## src/common/pw_pkg.sv

```systemverilog
`default_nettype none

package pw_pkg;

   //////////////////////////////////////////////////////////////////////
   // pattern matcher
   //////////////////////////////////////////////////////////////////////

   localparam int PATTERN_BYTES     = 8;                  // bytes in match window
   localparam int PATTERN_WIDTH     = PATTERN_BYTES * 8;  // pattern and mask bits
   localparam int PATTERN_CNT_WIDTH = 4;                  // programmed length, 1..8

   //////////////////////////////////////////////////////////////////////
   // capture records
   //////////////////////////////////////////////////////////////////////

   localparam int TIME_WIDTH        = 8;   // short timestamp, saturates
   localparam int REC_WIDTH         = 18;  // {cmd[17:16], time[15:8], data[7:0]}
   localparam int CAPTURE_LEN_WIDTH = 16;

   localparam int FIFO_DEPTH        = 16;
   localparam int FIFO_ADDR_WIDTH   = 4;

   //////////////////////////////////////////////////////////////////////
   // trigger
   //////////////////////////////////////////////////////////////////////

   localparam int TRIG_DELAY_WIDTH  = 20;
   localparam int TRIG_WIDTH_WIDTH  = 17;

   // record command field
   typedef enum logic [1:0] {
      REC_DATA  = 2'd0,  // data = received byte
      REC_START = 2'd1,  // data = 0
      REC_END   = 2'd2   // data[0] = rxerror seen in packet
   } rec_cmd_e;

endpackage

`default_nettype wire
```

## src/logic/usb_capture_top.sv

```systemverilog
`default_nettype none
`timescale 1ns/10ps

module usb_capture_top import pw_pkg::*; (
   input  wire                         fe_clk_i,
   input  wire                         arst_n_i,

   // front end PHY receive side
   input  wire [7:0]                   fe_data_i,
   input  wire                         fe_rxvalid_i,
   input  wire                         fe_rxactive_i,
   input  wire                         fe_rxerror_i,

   // configuration, stable while armed
   input  wire                         arm_i,
   input  wire [PATTERN_WIDTH-1:0]     pattern_i,
   input  wire [PATTERN_WIDTH-1:0]     mask_i,
   input  wire [PATTERN_CNT_WIDTH-1:0] pattern_bytes_i,
   input  wire [CAPTURE_LEN_WIDTH-1:0] capture_len_i,
   input  wire [TRIG_DELAY_WIDTH-1:0]  trig_delay_i,
   input  wire [TRIG_WIDTH_WIDTH-1:0]  trig_width_i,

   // record stream
   output logic [REC_WIDTH-1:0]        rec_data_o,
   output logic                        rec_valid_o,
   input  wire                         rec_ready_i,

   // status
   output logic                        capturing_o,
   output logic                        capture_done_o,
   output logic                        overflow_o,
   output logic                        cw_trig_o
);

   logic                 match;
   logic [REC_WIDTH-1:0] enc_rec;
   logic                 enc_rec_valid;

   //////////////////////////////////////////////////////////////////////
   // match and trigger
   //////////////////////////////////////////////////////////////////////

   pattern_matcher pattern_matcher_i (
      .fe_clk_i        (fe_clk_i),
      .arst_n_i        (arst_n_i),
      .arm_i           (arm_i),
      .rx_active_i     (fe_rxactive_i),
      .rx_valid_i      (fe_rxvalid_i),
      .rx_data_i       (fe_data_i),
      .pattern_i       (pattern_i),
      .mask_i          (mask_i),
      .pattern_bytes_i (pattern_bytes_i),
      .match_o         (match)
   );

   trigger_pulse_gen trigger_pulse_gen_i (
      .fe_clk_i        (fe_clk_i),
      .arst_n_i        (arst_n_i),
      .match_i         (match),
      .trig_delay_i    (trig_delay_i),
      .trig_width_i    (trig_width_i),
      .trig_o          (cw_trig_o)
   );

   //////////////////////////////////////////////////////////////////////
   // capture path
   //////////////////////////////////////////////////////////////////////

   capture_ctrl capture_ctrl_i (
      .fe_clk_i        (fe_clk_i),
      .arst_n_i        (arst_n_i),
      .arm_i           (arm_i),
      .match_i         (match),
      .rec_valid_i     (enc_rec_valid),
      .capture_len_i   (capture_len_i),
      .capturing_o     (capturing_o),
      .capture_done_o  (capture_done_o)
   );

   rx_event_encoder rx_event_encoder_i (
      .fe_clk_i        (fe_clk_i),
      .arst_n_i        (arst_n_i),
      .capturing_i     (capturing_o),
      .rx_active_i     (fe_rxactive_i),
      .rx_valid_i      (fe_rxvalid_i),
      .rx_error_i      (fe_rxerror_i),
      .rx_data_i       (fe_data_i),
      .rec_o           (enc_rec),
      .rec_valid_o     (enc_rec_valid)
   );

   capture_fifo capture_fifo_i (
      .fe_clk_i        (fe_clk_i),
      .arst_n_i        (arst_n_i),
      .clear_i         (arm_i),          // arm clears overflow
      .wr_i            (enc_rec_valid),
      .wr_data_i       (enc_rec),
      .rd_data_o       (rec_data_o),
      .rd_valid_o      (rec_valid_o),
      .rd_ready_i      (rec_ready_i),
      .overflow_o      (overflow_o)
   );

endmodule

`default_nettype wire

```

## src/capture/capture_ctrl.sv

```systemverilog
`default_nettype none
`timescale 1ns/10ps

module capture_ctrl import pw_pkg::*; (
   input  wire                         fe_clk_i,
   input  wire                         arst_n_i,
   input  wire                         arm_i,
   input  wire                         match_i,
   input  wire                         rec_valid_i,
   input  wire [CAPTURE_LEN_WIDTH-1:0] capture_len_i,
   output logic                        capturing_o,
   output logic                        capture_done_o
);

   typedef enum logic [1:0] {
      CAP_WAIT,
      CAP_RUN,
      CAP_DONE
   } cap_state_e;

   cap_state_e                   state_q;
   logic [CAPTURE_LEN_WIDTH-1:0] rec_cnt_q;
   logic [CAPTURE_LEN_WIDTH-1:0] rec_cnt_next;
   logic                         last_rec;

   assign rec_cnt_next = rec_cnt_q + 1'b1;

   // the record that reaches the length closes the window right away,
   // so the encoder cannot slip in one more on the following edge
   assign last_rec = (state_q == CAP_RUN) & rec_valid_i & (rec_cnt_next == capture_len_i);

   assign capturing_o    = (state_q == CAP_RUN) & ~last_rec;
   assign capture_done_o = (state_q == CAP_DONE) | last_rec;

   always_ff @(posedge fe_clk_i or negedge arst_n_i) begin
      if (!arst_n_i) begin
         state_q   <= CAP_WAIT;
         rec_cnt_q <= '0;
      end else if (arm_i) begin
         state_q   <= CAP_WAIT;           // re-arm clears done and count
         rec_cnt_q <= '0;
      end else begin
         case (state_q)
            CAP_WAIT: begin
               if (match_i) begin
                  state_q <= CAP_RUN;
               end
            end
            CAP_RUN: begin
               if (rec_valid_i) begin
                  rec_cnt_q <= rec_cnt_next;  // length 0 runs until wrap
               end
               if (last_rec) begin
                  state_q <= CAP_DONE;
               end
            end
            CAP_DONE: begin
               state_q <= CAP_DONE;       // held until next arm
            end
            default: begin
               state_q <= CAP_WAIT;
            end
         endcase
      end
   end

endmodule

`default_nettype wire

```

## src/capture/capture_fifo.sv

```systemverilog
`default_nettype none
`timescale 1ns/10ps

module capture_fifo import pw_pkg::*; (
   input  wire                  fe_clk_i,
   input  wire                  arst_n_i,
   input  wire                  clear_i,
   input  wire                  wr_i,
   input  wire [REC_WIDTH-1:0]  wr_data_i,
   output logic [REC_WIDTH-1:0] rd_data_o,
   output logic                 rd_valid_o,
   input  wire                  rd_ready_i,
   output logic                 overflow_o
);

   logic [REC_WIDTH-1:0]     mem [FIFO_DEPTH];
   logic [FIFO_ADDR_WIDTH-1:0] wr_ptr_q;
   logic [FIFO_ADDR_WIDTH-1:0] rd_ptr_q;
   logic [FIFO_ADDR_WIDTH:0]   count_q;
   logic                       full;
   logic                       push;
   logic                       pop;
   logic                       drop;

   // a pop in the same cycle does not free a slot for the write
   assign full = (count_q == (FIFO_ADDR_WIDTH+1)'(FIFO_DEPTH));
   assign push = wr_i & ~full;
   assign drop = wr_i & full;
   assign pop  = rd_ready_i & rd_valid_o;

   // first word fall through
   assign rd_valid_o = (count_q != '0);
   assign rd_data_o  = mem[rd_ptr_q];

   always_ff @(posedge fe_clk_i or negedge arst_n_i) begin
      if (!arst_n_i) begin
         wr_ptr_q   <= '0;
         rd_ptr_q   <= '0;
         count_q    <= '0;
         overflow_o <= 1'b0;
      end else begin
         if (push) begin
            wr_ptr_q <= wr_ptr_q + 1'b1;  // wraps at depth
         end
         if (pop) begin
            rd_ptr_q <= rd_ptr_q + 1'b1;
         end
         count_q    <= count_q + (push ? 1'b1 : 1'b0) - (pop ? 1'b1 : 1'b0);
         overflow_o <= (overflow_o & ~clear_i) | drop;  // sticky until arm
      end
   end

   always_ff @(posedge fe_clk_i) begin
      if (push) begin
         mem[wr_ptr_q] <= wr_data_i;
      end
   end

endmodule

`default_nettype wire

```

## src/capture/rx_event_encoder.sv

```systemverilog
`default_nettype none
`timescale 1ns/10ps

module rx_event_encoder import pw_pkg::*; (
   input  wire                  fe_clk_i,
   input  wire                  arst_n_i,
   input  wire                  capturing_i,
   input  wire                  rx_active_i,
   input  wire                  rx_valid_i,
   input  wire                  rx_error_i,
   input  wire [7:0]            rx_data_i,
   output logic [REC_WIDTH-1:0] rec_o,
   output logic                 rec_valid_o
);

   logic                  act_q;
   logic                  cap_q;
   logic                  err_q;
   logic                  start_ev;
   logic                  data_ev;
   logic                  end_ev;
   logic                  cap_rise;
   logic                  emit;
   logic [TIME_WIDTH-1:0] ts_q;
   logic [TIME_WIDTH-1:0] ts_now;
   rec_cmd_e              cmd;
   logic [7:0]            rec_byte;

   //////////////////////////////////////////////////////////////////////
   // event detect
   //////////////////////////////////////////////////////////////////////

   assign start_ev = rx_active_i & ~act_q;
   assign end_ev   = ~rx_active_i & act_q;
   assign data_ev  = rx_active_i & rx_valid_i;
   assign cap_rise = capturing_i & ~cap_q;
   assign emit     = capturing_i & (start_ev | data_ev | end_ev);

   // first edge of a capture counts as 1 since capturing rose
   assign ts_now = cap_rise ? TIME_WIDTH'(1) : ts_q;

   // one record per edge; start wins over a byte on the same edge
   always_comb begin
      if (start_ev) begin
         cmd      = REC_START;
         rec_byte = 8'h00;
      end else if (end_ev) begin
         cmd      = REC_END;
         rec_byte = {7'b0, err_q};
      end else begin
         cmd      = REC_DATA;
         rec_byte = rx_data_i;
      end
   end

   always_ff @(posedge fe_clk_i or negedge arst_n_i) begin
      if (!arst_n_i) begin
         act_q       <= 1'b0;
         cap_q       <= 1'b0;
         err_q       <= 1'b0;
         ts_q        <= '0;
         rec_valid_o <= 1'b0;
      end else begin
         act_q       <= rx_active_i;
         cap_q       <= capturing_i;
         rec_valid_o <= emit;
         if (end_ev) begin
            err_q <= 1'b0;                          // per packet
         end else if (rx_active_i && rx_error_i) begin
            err_q <= 1'b1;
         end
         if (emit) begin
            ts_q <= TIME_WIDTH'(1);
         end else if (ts_now != '1) begin
            ts_q <= ts_now + 1'b1;                  // saturates at 255
         end else begin
            ts_q <= ts_now;
         end
      end
   end

   always_ff @(posedge fe_clk_i) begin
      if (emit) begin
         rec_o <= {cmd, ts_now, rec_byte};
      end
   end

endmodule

`default_nettype wire

```

## src/trigger/trigger_pulse_gen.sv

```systemverilog
`default_nettype none
`timescale 1ns/10ps

module trigger_pulse_gen import pw_pkg::*; (
   input  wire                        fe_clk_i,
   input  wire                        arst_n_i,
   input  wire                        match_i,
   input  wire [TRIG_DELAY_WIDTH-1:0] trig_delay_i,
   input  wire [TRIG_WIDTH_WIDTH-1:0] trig_width_i,
   output logic                       trig_o
);

   typedef enum logic [1:0] {
      TRG_IDLE,
      TRG_DELAY,
      TRG_PULSE
   } trg_state_e;

   trg_state_e                  state_q;
   logic [TRIG_DELAY_WIDTH-1:0] cnt_q;     // delay is the wider of the two
   logic [TRIG_DELAY_WIDTH-1:0] width_m1;

   // width 0 behaves as 1
   assign width_m1 = (trig_width_i == '0) ? '0
                                          : TRIG_DELAY_WIDTH'(trig_width_i - 1'b1);

   always_ff @(posedge fe_clk_i or negedge arst_n_i) begin
      if (!arst_n_i) begin
         state_q <= TRG_IDLE;
         cnt_q   <= '0;
      end else begin
         case (state_q)
            TRG_IDLE: begin
               if (match_i) begin        // matches while busy are dropped
                  state_q <= TRG_DELAY;
                  cnt_q   <= trig_delay_i;
               end
            end
            TRG_DELAY: begin
               if (cnt_q == '0) begin
                  state_q <= TRG_PULSE;
                  cnt_q   <= width_m1;
               end else begin
                  cnt_q <= cnt_q - 1'b1;
               end
            end
            TRG_PULSE: begin
               if (cnt_q == '0) begin
                  state_q <= TRG_IDLE;
               end else begin
                  cnt_q <= cnt_q - 1'b1;
               end
            end
            default: begin
               state_q <= TRG_IDLE;
            end
         endcase
      end
   end

   assign trig_o = (state_q == TRG_PULSE);  // straight from state reg

endmodule

`default_nettype wire

```

## src/trigger/pattern_matcher.sv

```systemverilog
`default_nettype none
`timescale 1ns/10ps

module pattern_matcher import pw_pkg::*; (
   input  wire                         fe_clk_i,
   input  wire                         arst_n_i,
   input  wire                         arm_i,
   input  wire                         rx_active_i,
   input  wire                         rx_valid_i,
   input  wire [7:0]                   rx_data_i,
   input  wire [PATTERN_WIDTH-1:0]     pattern_i,
   input  wire [PATTERN_WIDTH-1:0]     mask_i,
   input  wire [PATTERN_CNT_WIDTH-1:0] pattern_bytes_i,
   output logic                        match_o
);

   logic [PATTERN_WIDTH-1:0]     window_q;
   logic [PATTERN_WIDTH-1:0]     window_next;
   logic [PATTERN_WIDTH-1:0]     byte_en;
   logic [PATTERN_CNT_WIDTH-1:0] fill_q;
   logic [PATTERN_CNT_WIDTH-1:0] fill_next;
   logic                         armed_q;
   logic                         take;
   logic                         hit;

   assign take        = rx_active_i & rx_valid_i;
   assign window_next = {window_q[PATTERN_WIDTH-9:0], rx_data_i};  // newest byte in lane 0
   assign fill_next   = (fill_q == PATTERN_CNT_WIDTH'(PATTERN_BYTES)) ? fill_q
                                                                       : fill_q + 1'b1;

   // only the lowest pattern_bytes_i lanes take part
   always_comb begin
      for (int b = 0; b < PATTERN_BYTES; b++) begin
         byte_en[b*8 +: 8] = (b < pattern_bytes_i) ? 8'hff : 8'h00;
      end
   end

   assign hit = take & armed_q & (fill_next >= pattern_bytes_i)
              & ~|((window_next ^ pattern_i) & mask_i & byte_en);

   always_ff @(posedge fe_clk_i or negedge arst_n_i) begin
      if (!arst_n_i) begin
         fill_q  <= '0;
         armed_q <= 1'b0;
         match_o <= 1'b0;
      end else begin
         match_o <= hit;                // one shot, armed drops below
         if (!rx_active_i) begin
            fill_q <= '0;               // window empties between packets
         end else if (take) begin
            fill_q <= fill_next;
         end
         if (arm_i) begin
            armed_q <= 1'b1;
         end else if (hit) begin
            armed_q <= 1'b0;
         end
      end
   end

   always_ff @(posedge fe_clk_i) begin
      if (take) begin
         window_q <= window_next;
      end
   end

endmodule

`default_nettype wire

```

## config.mk

```make
export PLATFORM = sky130hd
export DESIGN_NAME = usb_capture_top
export DESIGN_NICKNAME = d
export VERILOG_FILES = /design/src/common/pw_pkg.sv /design/src/logic/usb_capture_top.sv /design/src/capture/capture_ctrl.sv /design/src/capture/capture_fifo.sv /design/src/capture/rx_event_encoder.sv /design/src/trigger/trigger_pulse_gen.sv /design/src/trigger/pattern_matcher.sv
export SDC_FILE = /design/constraint.sdc
export NUM_CORES = 1
export LEC_CHECK = 0
export BUFFER_PORTS_ARGS = -buffer_cell sky130_fd_sc_hd__clkbuf_2
export CORE_UTILIZATION = 60
export CTS_BUF_LIST = sky130_fd_sc_hd__clkbuf_4 sky130_fd_sc_hd__clkbuf_8 sky130_fd_sc_hd__clkbuf_16
export DETAILED_ROUTE_END_ITERATION = 8
export GPL_TIMING_DRIVEN = 1
export PLACE_DENSITY = 0.85
export SLEW_MARGIN = 20
export SYNTH_ARGS = -nofsm -noshare
export SYNTH_HDL_FRONTEND = slang
export SYNTH_SLANG_ARGS = --single-unit
```

## constraint.sdc

```tcl
create_clock -name fe_clk_i -period 8.55 [get_ports fe_clk_i]
set_input_delay 0.855 -clock fe_clk_i [delete_from_list [all_inputs] [get_ports fe_clk_i]]
set_output_delay 0.855 -clock fe_clk_i [all_outputs]
set_load 0.1 [all_outputs]
```

Word-level counts from Yosys, hierarchy flattened
Memories as Yosys holds them, arrays and structs flattened.
Cells that the tools add are included.
- add/subtract/negate cells: 9
- $lt $le $gt $ge: 9
- equal/unequal tests: 15
- multiplexer cells: 39
- bitwise gates (word level): 28
- reduce and logical (&&, ||, !) cells: 18
- operators with widths (kind ; count):
    $and A64 B64 Y64 ; 2
    $mux W8 ; 11
    $mux W20 ; 4
    $reduce_or A64 Y1 ; 1
    $xor A64 B64 Y64 ; 1
    $pmux W20 S3 ; 1
    $mux W16 ; 3
    $logic_not A20 Y1 ; 1
    $sub A20 B1 Y20 const B ; 1
    $sub A17 B1 Y18 const B ; 1
    $logic_not A17 Y1 ; 1
    $add A16 B1 Y16 const B ; 1
    $eq A16 B16 Y1 ; 1
    $lt A3 B4 Y1 const A ; 4
    $and A1 B1 Y1 ; 15
    $add A4 B1 Y4 const B ; 3
    $mux W2 ; 6
    $mux W4 ; 3
    $pmux W2 S3 ; 2
    $mux W1 ; 9
    $add A8 B1 Y8 const B ; 1
    $lt A1 B4 Y1 const A ; 2
    $lt A2 B4 Y1 const A ; 2
    $ne A8 B8 Y1 const B ; 1
    22 further kinds ; 41
- register bits after elaboration: 146
- bits in writable memories: 288
- bits of input ports: 200
- output and inout port bits: 23
- word-level logic and storage cells: 139
- memories: 1
- memories (memory ; words ; width ; read ports ; clocked after memory_dff ; wr ports ; RTL line ; source):
    capture_fifo_i.mem ; 16 ; 18 ; 1 ; 0 ; 1 ; capture_fifo.sv:16 ; logic [REC_WIDTH-1:0] mem [FIFO_DEPTH];

Longest topological paths before layout
Gate-level depths: netlist (run 1).
- depth after elaboration: 10
- depth in mapped cells: 15

Modules after synthesis
A second synthesis (run 1) with hierarchy kept.
- cell total of the unflattened synthesis: 1401
- area total of the unflattened synthesis: 19929.1 µm²
- modules (own cells, without submodules) (module ; times used ; cells each ; area each (µm²)):
    capture_fifo ; 1 ; 610 ; 11873.9
    pattern_matcher ; 1 ; 217 ; 3027.9
    trigger_pulse_gen ; 1 ; 290 ; 2208.4
    capture_ctrl ; 1 ; 189 ; 1552.7
    rx_event_encoder ; 1 ; 95 ; 1266.2

Least setup slack after synthesis (run 1)
OpenSTA, ideal clock, no wires.
- path kind: in2reg
- start: input port fe_rxactive_i
- end: register rx_event_encoder_i.rec_o[0], enable pin
- data arrival time: 4036 ps
- data required time: 8213 ps
- path slack: 4177 ps
- stages on the path: 5
- path through: inv_1 -> nor2_1 -> nor3_1 -> nand3b_1 -> inv_2
- word-level cells in the longest chain between the ends: 4
- elaborated cells on any way between the ends: 7
- those cells by class: bitwise (7)
- ends and longest elaborated chain (element ; RTL line ; source):
    start, declared ; usb_capture_top.sv:11 ; input wire fe_rxactive_i,
    $and A1 B1 Y1 ; -- ;
    named net pattern_matcher_i.take ; pattern_matcher.sv:23 ; logic take;
    $or A1 B1 Y1 (2 in series) ; rx_event_encoder.sv:37 ; assign emit = capturing_i & (start_ev | data_ev | end_ev);
    $and A1 B1 Y1 ; rx_event_encoder.sv:37 ;
    named net rx_event_encoder_i.emit ; rx_event_encoder.sv:23 ; logic emit;
    end signal, assigned ; rx_event_encoder.sv:84 ; rec_o <= {cmd, ts_now, rec_byte};
    end, declared ; rx_event_encoder.sv:12 ; output logic [REC_WIDTH-1:0] rec_o,
The timed path passes the listed nets, and every way through them passes these cells.
A chain may end at the register's enable or synchronous reset.

Final worst setup path (run 1)
- start: register capture_fifo_i.rd_ptr_q[0]
- end: output port rec_data_o[13]
- word-level cells in the longest chain between the ends: 1
- ends and longest elaborated chain (element ; RTL line ; source):
    start, declared ; capture_fifo.sv:18 ; logic [FIFO_ADDR_WIDTH-1:0] rd_ptr_q;
    start signal, assigned ; capture_fifo.sv:46 ; rd_ptr_q <= rd_ptr_q + 1'b1;
    $mem_v2 Z16 W18 ; -- ;
    end, declared ; usb_capture_top.sv:24 ; output logic [REC_WIDTH-1:0] rec_data_o,
No other way between the ends.

==> results.json, run 1 <==
{
  "status": "complete, no violations",
  "hpwlAfterDp_um": 27700,
  "core-area_um2": 31700,
  "synthDistinctLibCells": 80,
  "cts_tree": "yes",
  "clk_latency_ps": 550,
  "peakVddDrop_uv": 350,
  "syn_inst": 1239,
  "fp.dieH_um": 182,
  "setup_violations": 0,
  "synthArstFlopShare": 0.166,
  "synth_area_um2": 19500,
  "grt_max_degree": 73,
  "track_usage": 0.274,
  "crit_cells": 4,
  "synth-seq-cells": 434,
  "dr.pass1.iters": 6,
  "synth_nets": 1470,
  "port_buffers": 222,
  "r2r_setup_slack_ps": 4840,
  "root_buffer": "clkbuf_16",
  "regToRegEndpoint": "rx_event_encoder_i.ts_q[2]$_DFF_PN0_",
  "path_buf_inv": 2,
  "drive_gt1_frac": 0.298,
  "switchingPower_mw": 2.10,
  "grt.overflow.total": 0,
  "grt_pass1_vias": 12000,
  "fin_nets": 1712,
  "cts.clk_slew.worst_paths_ps": 60,
  "die_area_um2": 33200,
  "fin_crit_sh": 0.535,
  "p_leak_nw": 8.37,
  "cts_buffer_depth": 3,
  "r2r-start": "capture_ctrl_i.rec_cnt_q[0]$_DFFE_PN0P_",
  "cts_buffers": 44,
  "slew_violations": 0,
  "worstSetupStartpoint": "capture_fifo_i.rd_ptr_q[0]$_DFFE_PN0P_",
  "hp-class": "in2async",
  "antenna_cells": 0,
  "drtIter0Drc": 1155,
  "wl_per_cell_um": 23.0,
  "cp_max_fo": 51,
  "synth.avg_cell_area_um2": 15.7,
  "hold_violations": 0,
  "cp_top_family": "buffers and inverters",
  "critPathArrivalTime_ps": 3720,
  "worstPathCellList": "buf_4 -> mux4_2 -> mux4_2 -> clkbuf_2",
  "critPathMaxStageDelay_ps": 850,
  "h-tree-depth": 2,
  "powerDensity_nw_per_um2": 283,
  "crit_path_end_kind": "output port",
  "power_frac_comb": 0.284,
  "dp_cells": 1837,
  "cts.sinks": 434,
  "crit_slowest_cell": "buf_4",
  "synth_edf_count": 362,
  "num_io_pins": 223,
  "rows": 65,
  "fmax_ghz": 0.218,
  "drt-total-wl_um": 44100,
  "switching_share": 0.328,
  "seqPwrFrac": 0.392,
  "start_util": 0.614,
  "synth_top_flop_cell": "edfxtp_1",
  "ctsHoldBuffers": 0,
  "seq_area_frac_synth": 0.651,
  "crit_type": "reg2out",
  "via_per_inst": 6.17,
  "area_delta_synth_final_pct": 16.4,
  "period_needed_ps": 4580,
  "rsz0062_at_grt": "no",
  "max-cap-violations": 0,
  "startpoint_type": "flop",
  "cp-endpoint": "rec_data_o[13]",
  "cts_setup_buffers": 0,
  "ys_warn_count": 0,
  "r2r_cells": 14,
  "antenna_found_initial": 0,
  "p_int_mw": 4.30,
  "tightest_slew_ps": 984,
  "relSlewSlack": 0.344,
  "grt_pass1_wl_um": 67900,
  "drc": 0,
  "antenna_left": 0,
  "fin_worst_skew_ps": 24.4,
  "die_x_um": 182,
  "p_clk_frac": 0.325,
  "layout.cells.non_filler": 1919,
  "cts_resized": 0,
  "path_common_cell": "mux4_2",
  "tns_ps": 0,
  "critPathRequiredTime_ps": 7700,
  "fill_cells": 1988,
  "vias": 11800,
  "gp_congestion": 0.881
}
flip-flops by register name, summed over array words and instances, names as in the netlist, 5 cells and up:
signal / cells
capture_ctrl_i.rec_cnt_q: 16
capture_fifo_i.count_q: 5
capture_fifo_i.mem: 288
pattern_matcher_i.window_q: 56
rx_event_encoder_i.rec_o: 18
rx_event_encoder_i.ts_q: 8
trigger_pulse_gen_i.cnt_q: 20
Yosys cell counts (20+ instances only):
master / count / share of area
xor2_1: 96 / 0.043
nor3_1: 31 / 0.0080
and2_1: 20 / 0.0064
xnor2_1: 40 / 0.018
nand2_1: 46 / 0.0089
dfrtp_1: 72 / 0.093
a21oi_1: 33 / 0.0085
nor2_1: 63 / 0.012
mux4_2: 90 / 0.10
a22oi_1: 32 / 0.012
o21ai_0: 40 / 0.010
edfxtp_1: 362 / 0.56
ha_1: 30 / 0.019
inv_1: 43 / 0.0083
clkbuf_1: 25 / 0.0048
nand4_1: 21 / 0.0067
cells in the final DEF, fill, tap and decap left out, drive strengths merged, types with 10 or more instances in the layout:
master and count:
nand2 48, ha 30, nor3 34, nor4 12, mux2i 10, buf 21, inv 47, nand3 17
and2 20, or3 10, a21oi 35, o21ai 43, nand4 23, edfxtp 362, mux4 90, xor2 96
a22oi 32, nor2b 13, dfrtp 72, xnor2 40, clkbuf 280, nor2 64, clkinv 12
per-stage QoR:
stage                     area, µm²  power (mW)  hold WS [ps]   util  worst slack (ps)
final                         22700        6.41           459  0.715              3970
after global routing          22700        6.63           477  0.715              3700
after CTS                     22700        6.45           470  0.715              3840
after detailed placement      21100        4.37           464  0.664              4440
after global placement        21100        4.31           462  0.664              4550
after floorplan               19500        4.03           447      -              4180
worst reg2reg max path: cells and delay by family, from the launching register on:
| kind | cells | cell delay [ps] |
|---|---|---|
| and+or+nand+nor | 7 | 1660 |
| AOI/OAI and AO/OA | 4 | 910 |
| adders and majority gates | 2 | 520 |
| DFF | 1 | 430 |
| muxes | 1 | 120 |
worst min path at each step:
stage / startpoint / endpoint / slack (ps)
finish: arst_n_i / trigger_pulse_gen_i.cnt_q[13]$_DFFE_PN0P_ / 460
global route: fe_rxactive_i / rx_event_encoder_i.act_q$_DFF_PN0_ / 480
CTS: fe_rxactive_i / rx_event_encoder_i.act_q$_DFF_PN0_ / 470
detailed placement: pattern_matcher_i.window_q[9]$_DFFE_PP_ / pattern_matcher_i.window_q[17]$_DFFE_PP_ / 460
global placement: rx_event_encoder_i.err_q$_DFFE_PN0P_ / rx_event_encoder_i.err_q$_DFFE_PN0P_ / 460
floorplan: pattern_matcher_i.window_q[2]$_DFFE_PP_ / pattern_matcher_i.window_q[10]$_DFFE_PP_ / 450
logic make-up after synthesis:
family	after synthesis	synth area share
flip-flops	434	0.651
buffers and inverters	91	0.0195
AO/OA/AOI/OAI	166	0.0578
AND/OR/NAND/NOR	280	0.0804
multiplexers	101	0.110
adder cells (fa/ha/maj)	31	0.0203
XOR/XNOR	136	0.0612
per-layer routing:
| metal | track usage | wire (µm) | part of all wire | vias up |
|---|---|---|---|---|
| met5 | 0 | 0 | 0 | - |
| met4 | 0.0914 | 1200 | 0.027 | 0 |
| met3 | 0.0401 | 3240 | 0.073 | 91 |
| met2 | 0.482 | 22900 | 0.52 | 569 |
| met1 | 0.352 | 16800 | 0.38 | 5891 |
| li1 | - | - | - | 5281 |
cell type report:
| class | instances | area, µm² | area share |
|---|---|---|---|
| Sequential cell | 434 | 12700 | 0.559 |
| Multi-Input combinational cell | 714 | 6450 | 0.285 |
| Timing Repair Buffer | 242 | 1260 | 0.0558 |
| Clock buffer | 59 | 1250 | 0.0552 |
| Tap cell | 402 | 503 | 0.0222 |
| Clock inverter | 23 | 348 | 0.0153 |
| Inverter | 45 | 169 | 0.00745 |
power by group through the flow:
stage | Clock, mW | Combinational [mW] | Sequential (mW)
after detailed placement | 0 | 1.82 | 2.55
after global placement | 0 | 1.76 | 2.55
after global routing | 2.18 | 1.92 | 2.53
after floorplan | 0 | 1.57 | 2.45
final | 2.08 | 1.82 | 2.51
after CTS | 2.10 | 1.84 | 2.51
Power figures use the tool's default switching activity.
==> run 2: changes to the inputs <==
--- a/config.mk
+++ b/config.mk
@@ -6,11 +6,11 @@
 export NUM_CORES = 1
 export LEC_CHECK = 0
 export BUFFER_PORTS_ARGS = -buffer_cell sky130_fd_sc_hd__clkbuf_2
-export CORE_UTILIZATION = 60
+export CORE_UTILIZATION = 59
 export CTS_BUF_LIST = sky130_fd_sc_hd__clkbuf_4 sky130_fd_sc_hd__clkbuf_8 sky130_fd_sc_hd__clkbuf_16
 export DETAILED_ROUTE_END_ITERATION = 8
 export GPL_TIMING_DRIVEN = 1
-export PLACE_DENSITY = 0.85
+export PLACE_DENSITY = 0.83
 export SLEW_MARGIN = 20
 export SYNTH_ARGS = -nofsm -noshare
 export SYNTH_HDL_FRONTEND = slang
==> constraint.sdc (replaced) <==
create_clock -name fe_clk_i -period 4.6 [get_ports fe_clk_i]
set_input_delay 0.46 -clock fe_clk_i [delete_from_list [all_inputs] [get_ports fe_clk_i]]
set_output_delay 0.46 -clock fe_clk_i [all_outputs]
set_load 0.1 [all_outputs]
==> run 2 against run 1 <==
Worst setup slack worse by 3100 ps. Register-to-register slack got worse by 3900 ps. Clock skew fell by 3.2 ps. Power increased by 82%. Count of clock-buffer cells in the layout rose by 2. First-iteration DRC count decreased by 7.1%. Flip-flop and latch count is the same. Clock power rose by 72%. Die area increased by 1.7%. Global-route usage decreased by 0.60 points. Via count about the same. Critical endpoint is now capturing_o. Largest power group unchanged.
==> results.json, run 2 (same netlist as run 1, synthesis figures left out) <==
{
  "tightest_slew_ps": 965,
  "peakVddDrop_uv": 459,
  "fp.dieH_um": 184,
  "layout_commonest_cell": "edfxtp_1",
  "fin_nets": 1715,
  "cts_resized": 0,
  "startpoint_type": "flop",
  "cts_tree": "yes",
  "cts_setup_buffers": 0,
  "drtIter0Drc": 1073,
  "clk_latency_ps": 550,
  "pre_cts_slack_ps": 1030,
  "wl_per_cell_um": 22.3,
  "max-cap-violations": 0,
  "r2r_setup_slack_ps": 980,
  "highest_layer": "met4",
  "crit_slowest_cell": "clkbuf_2",
  "hp-class": "in2async",
  "fmax_ghz": 0.271,
  "start_util": 0.598,
  "cts_buffers": 44,
  "critPathMaxStageDelay_ps": 480,
  "wl_met1_um": 16900,
  "worst_slack_ps": 911,
  "antenna_found_initial": 0,
  "final_cell_mix": "edfxtp_1, clkbuf_2, xor2_1, mux4_2, dfrtp_1",
  "wl_met2_um": 22600,
  "p_leak_nw": 8.32,
  "fin_worst_skew_ps": 21.3,
  "drive_gt1_frac": 0.296,
  "hpwlAfterDp_um": 27900,
  "h-tree-depth": 2,
  "fin_crit_sh": 0.802,
  "drt-total-wl_um": 43600,
  "r2r-start": "capture_ctrl_i.rec_cnt_q[0]$_DFFE_PN0P_",
  "relSlewSlack": 0.351,
  "via_per_inst": 6.04,
  "hold_violations": 0,
  "die_area_um2": 33700,
  "grt_max_degree": 76,
  "cts_buffer_depth": 3,
  "ctsHoldBuffers": 0,
  "status": "complete, no violations",
  "cts.clk_slew.worst_paths_ps": 60,
  "grt_pass1_wl_um": 67700,
  "root_buffer": "clkbuf_16",
  "r2r_cells": 14,
  "drc": 0,
  "regToRegEndpoint": "rx_event_encoder_i.ts_q[2]$_DFF_PN0_",
  "worstPathCellList": "ha_1 -> nand4_2 -> nor3_4 -> mux2i_1 -> o31a_1 -> o2111ai_4 -> and2_1 -> clkbuf_2",
  "path_buf_inv": 1,
  "critPathRequiredTime_ps": 4140,
  "powerDensity_nw_per_um2": 515,
  "grt.overflow.total": 0,
  "port_buffers": 222,
  "slew_violations": 0,
  "crit_path_end_kind": "output port",
  "largest_registers": "capture_fifo_i.mem (288), pattern_matcher_i.window_q (56), trigger_pulse_gen_i.cnt_q (20)",
  "rows": 66,
  "critPathArrivalTime_ps": 3230,
  "period_needed_ps": 3690,
  "vias": 11800,
  "antenna_cells": 0,
  "core-area_um2": 32500,
  "die_x_um": 184,
  "dr.pass1.iters": 7,
  "rsz0062_at_grt": "no",
  "cts.sinks": 434,
  "gp_congestion": 0.888,
  "setup_violations": 0,
  "num_io_pins": 223,
  "grt_pass1_vias": 12100,
  "area_delta_synth_final_pct": 16.2,
  "track_usage": 0.268,
  "tns_ps": 0,
  "route.met3.wl_um": 3000,
  "regMostFlops": "capture_fifo_i.mem",
  "cp_top_family": "simple AND/OR/NAND/NOR gates",
  "largest_reg_flops": 288,
  "antenna_left": 0,
  "cp_max_fo": 6,
  "crit_type": "reg2out"
}
-- run 2: cell count changes in the layout (fill, tap and decap cells not counted), sizes merged --
cell	change
clkbuf	+2
buf	+3
clkinvlp	+1
bufinv	-5
inv	-2
-- run 2: final cells by class --
type	instances	area, µm²
clock inverter	17	178
clock buffer	61	1280
tap	442	553
fill	2132	9910
multi-input combinational	714	6450
timing repair buffer	245	1310
sequential	434	12700
inverter	45	169
-- run 2: how the worst max path moves through the flow --
| stage | from | endpoint | slack [ps] | cells after the start |
|---|---|---|---|---|
| CTS | capture_fifo_i.rd_ptr_q[0]$_DFFE_PN0P_ | rec_data_o[3] | 890 | 4 |
| global route | capture_ctrl_i.rec_cnt_q[0]$_DFFE_PN0P_ | capturing_o | 730 | 8 |
| finish | capture_ctrl_i.rec_cnt_q[0]$_DFFE_PN0P_ | capturing_o | 910 | 8 |
| detailed placement | capture_ctrl_i.rec_cnt_q[0]$_DFFE_PN0P_ | rx_event_encoder_i.ts_q[2]$_DFF_PN0_ | 1030 | 14 |
| floorplan | fe_rxactive_i | rx_event_encoder_i.rec_o[0]$_SDFFCE_PP0P_ | 620 | 5 |
| global placement | capture_ctrl_i.rec_cnt_q[0]$_DFFE_PN0P_ | rx_event_encoder_i.ts_q[1]$_DFF_PN0_ | 1170 | 13 |
-- run 2: layer usage --
metal	GRT usage	up-vias
met2	0.462	526
met3	0.0394	93
li1	-	5275
met5	0	-
met4	0.0850	0
met1	0.353	5934
-- run 2: through the flow --
stage               hold slack [ps]  cells  area [µm²]  utilization  power (mW)
finish                         55.6   1958       22600        0.695        11.7
global route                   79.3   1958       22600        0.695        12.1
CTS                            77.6   1958       22600        0.695        11.7
detailed placement              456   1880       21200        0.650        8.17
global placement                455   1880       21200        0.650        8.10
floorplan                       164   1239       19500            -        7.48
-- run 2: power by group --
group / total (mW) / switching (mW) / internal (mW)
registers: 4.63 / 0.253 / 4.38
logic: 3.44 / 2.17 / 1.27
clock network: 3.58 / 1.46 / 2.12
total: 11.7 / 3.89 / 7.77
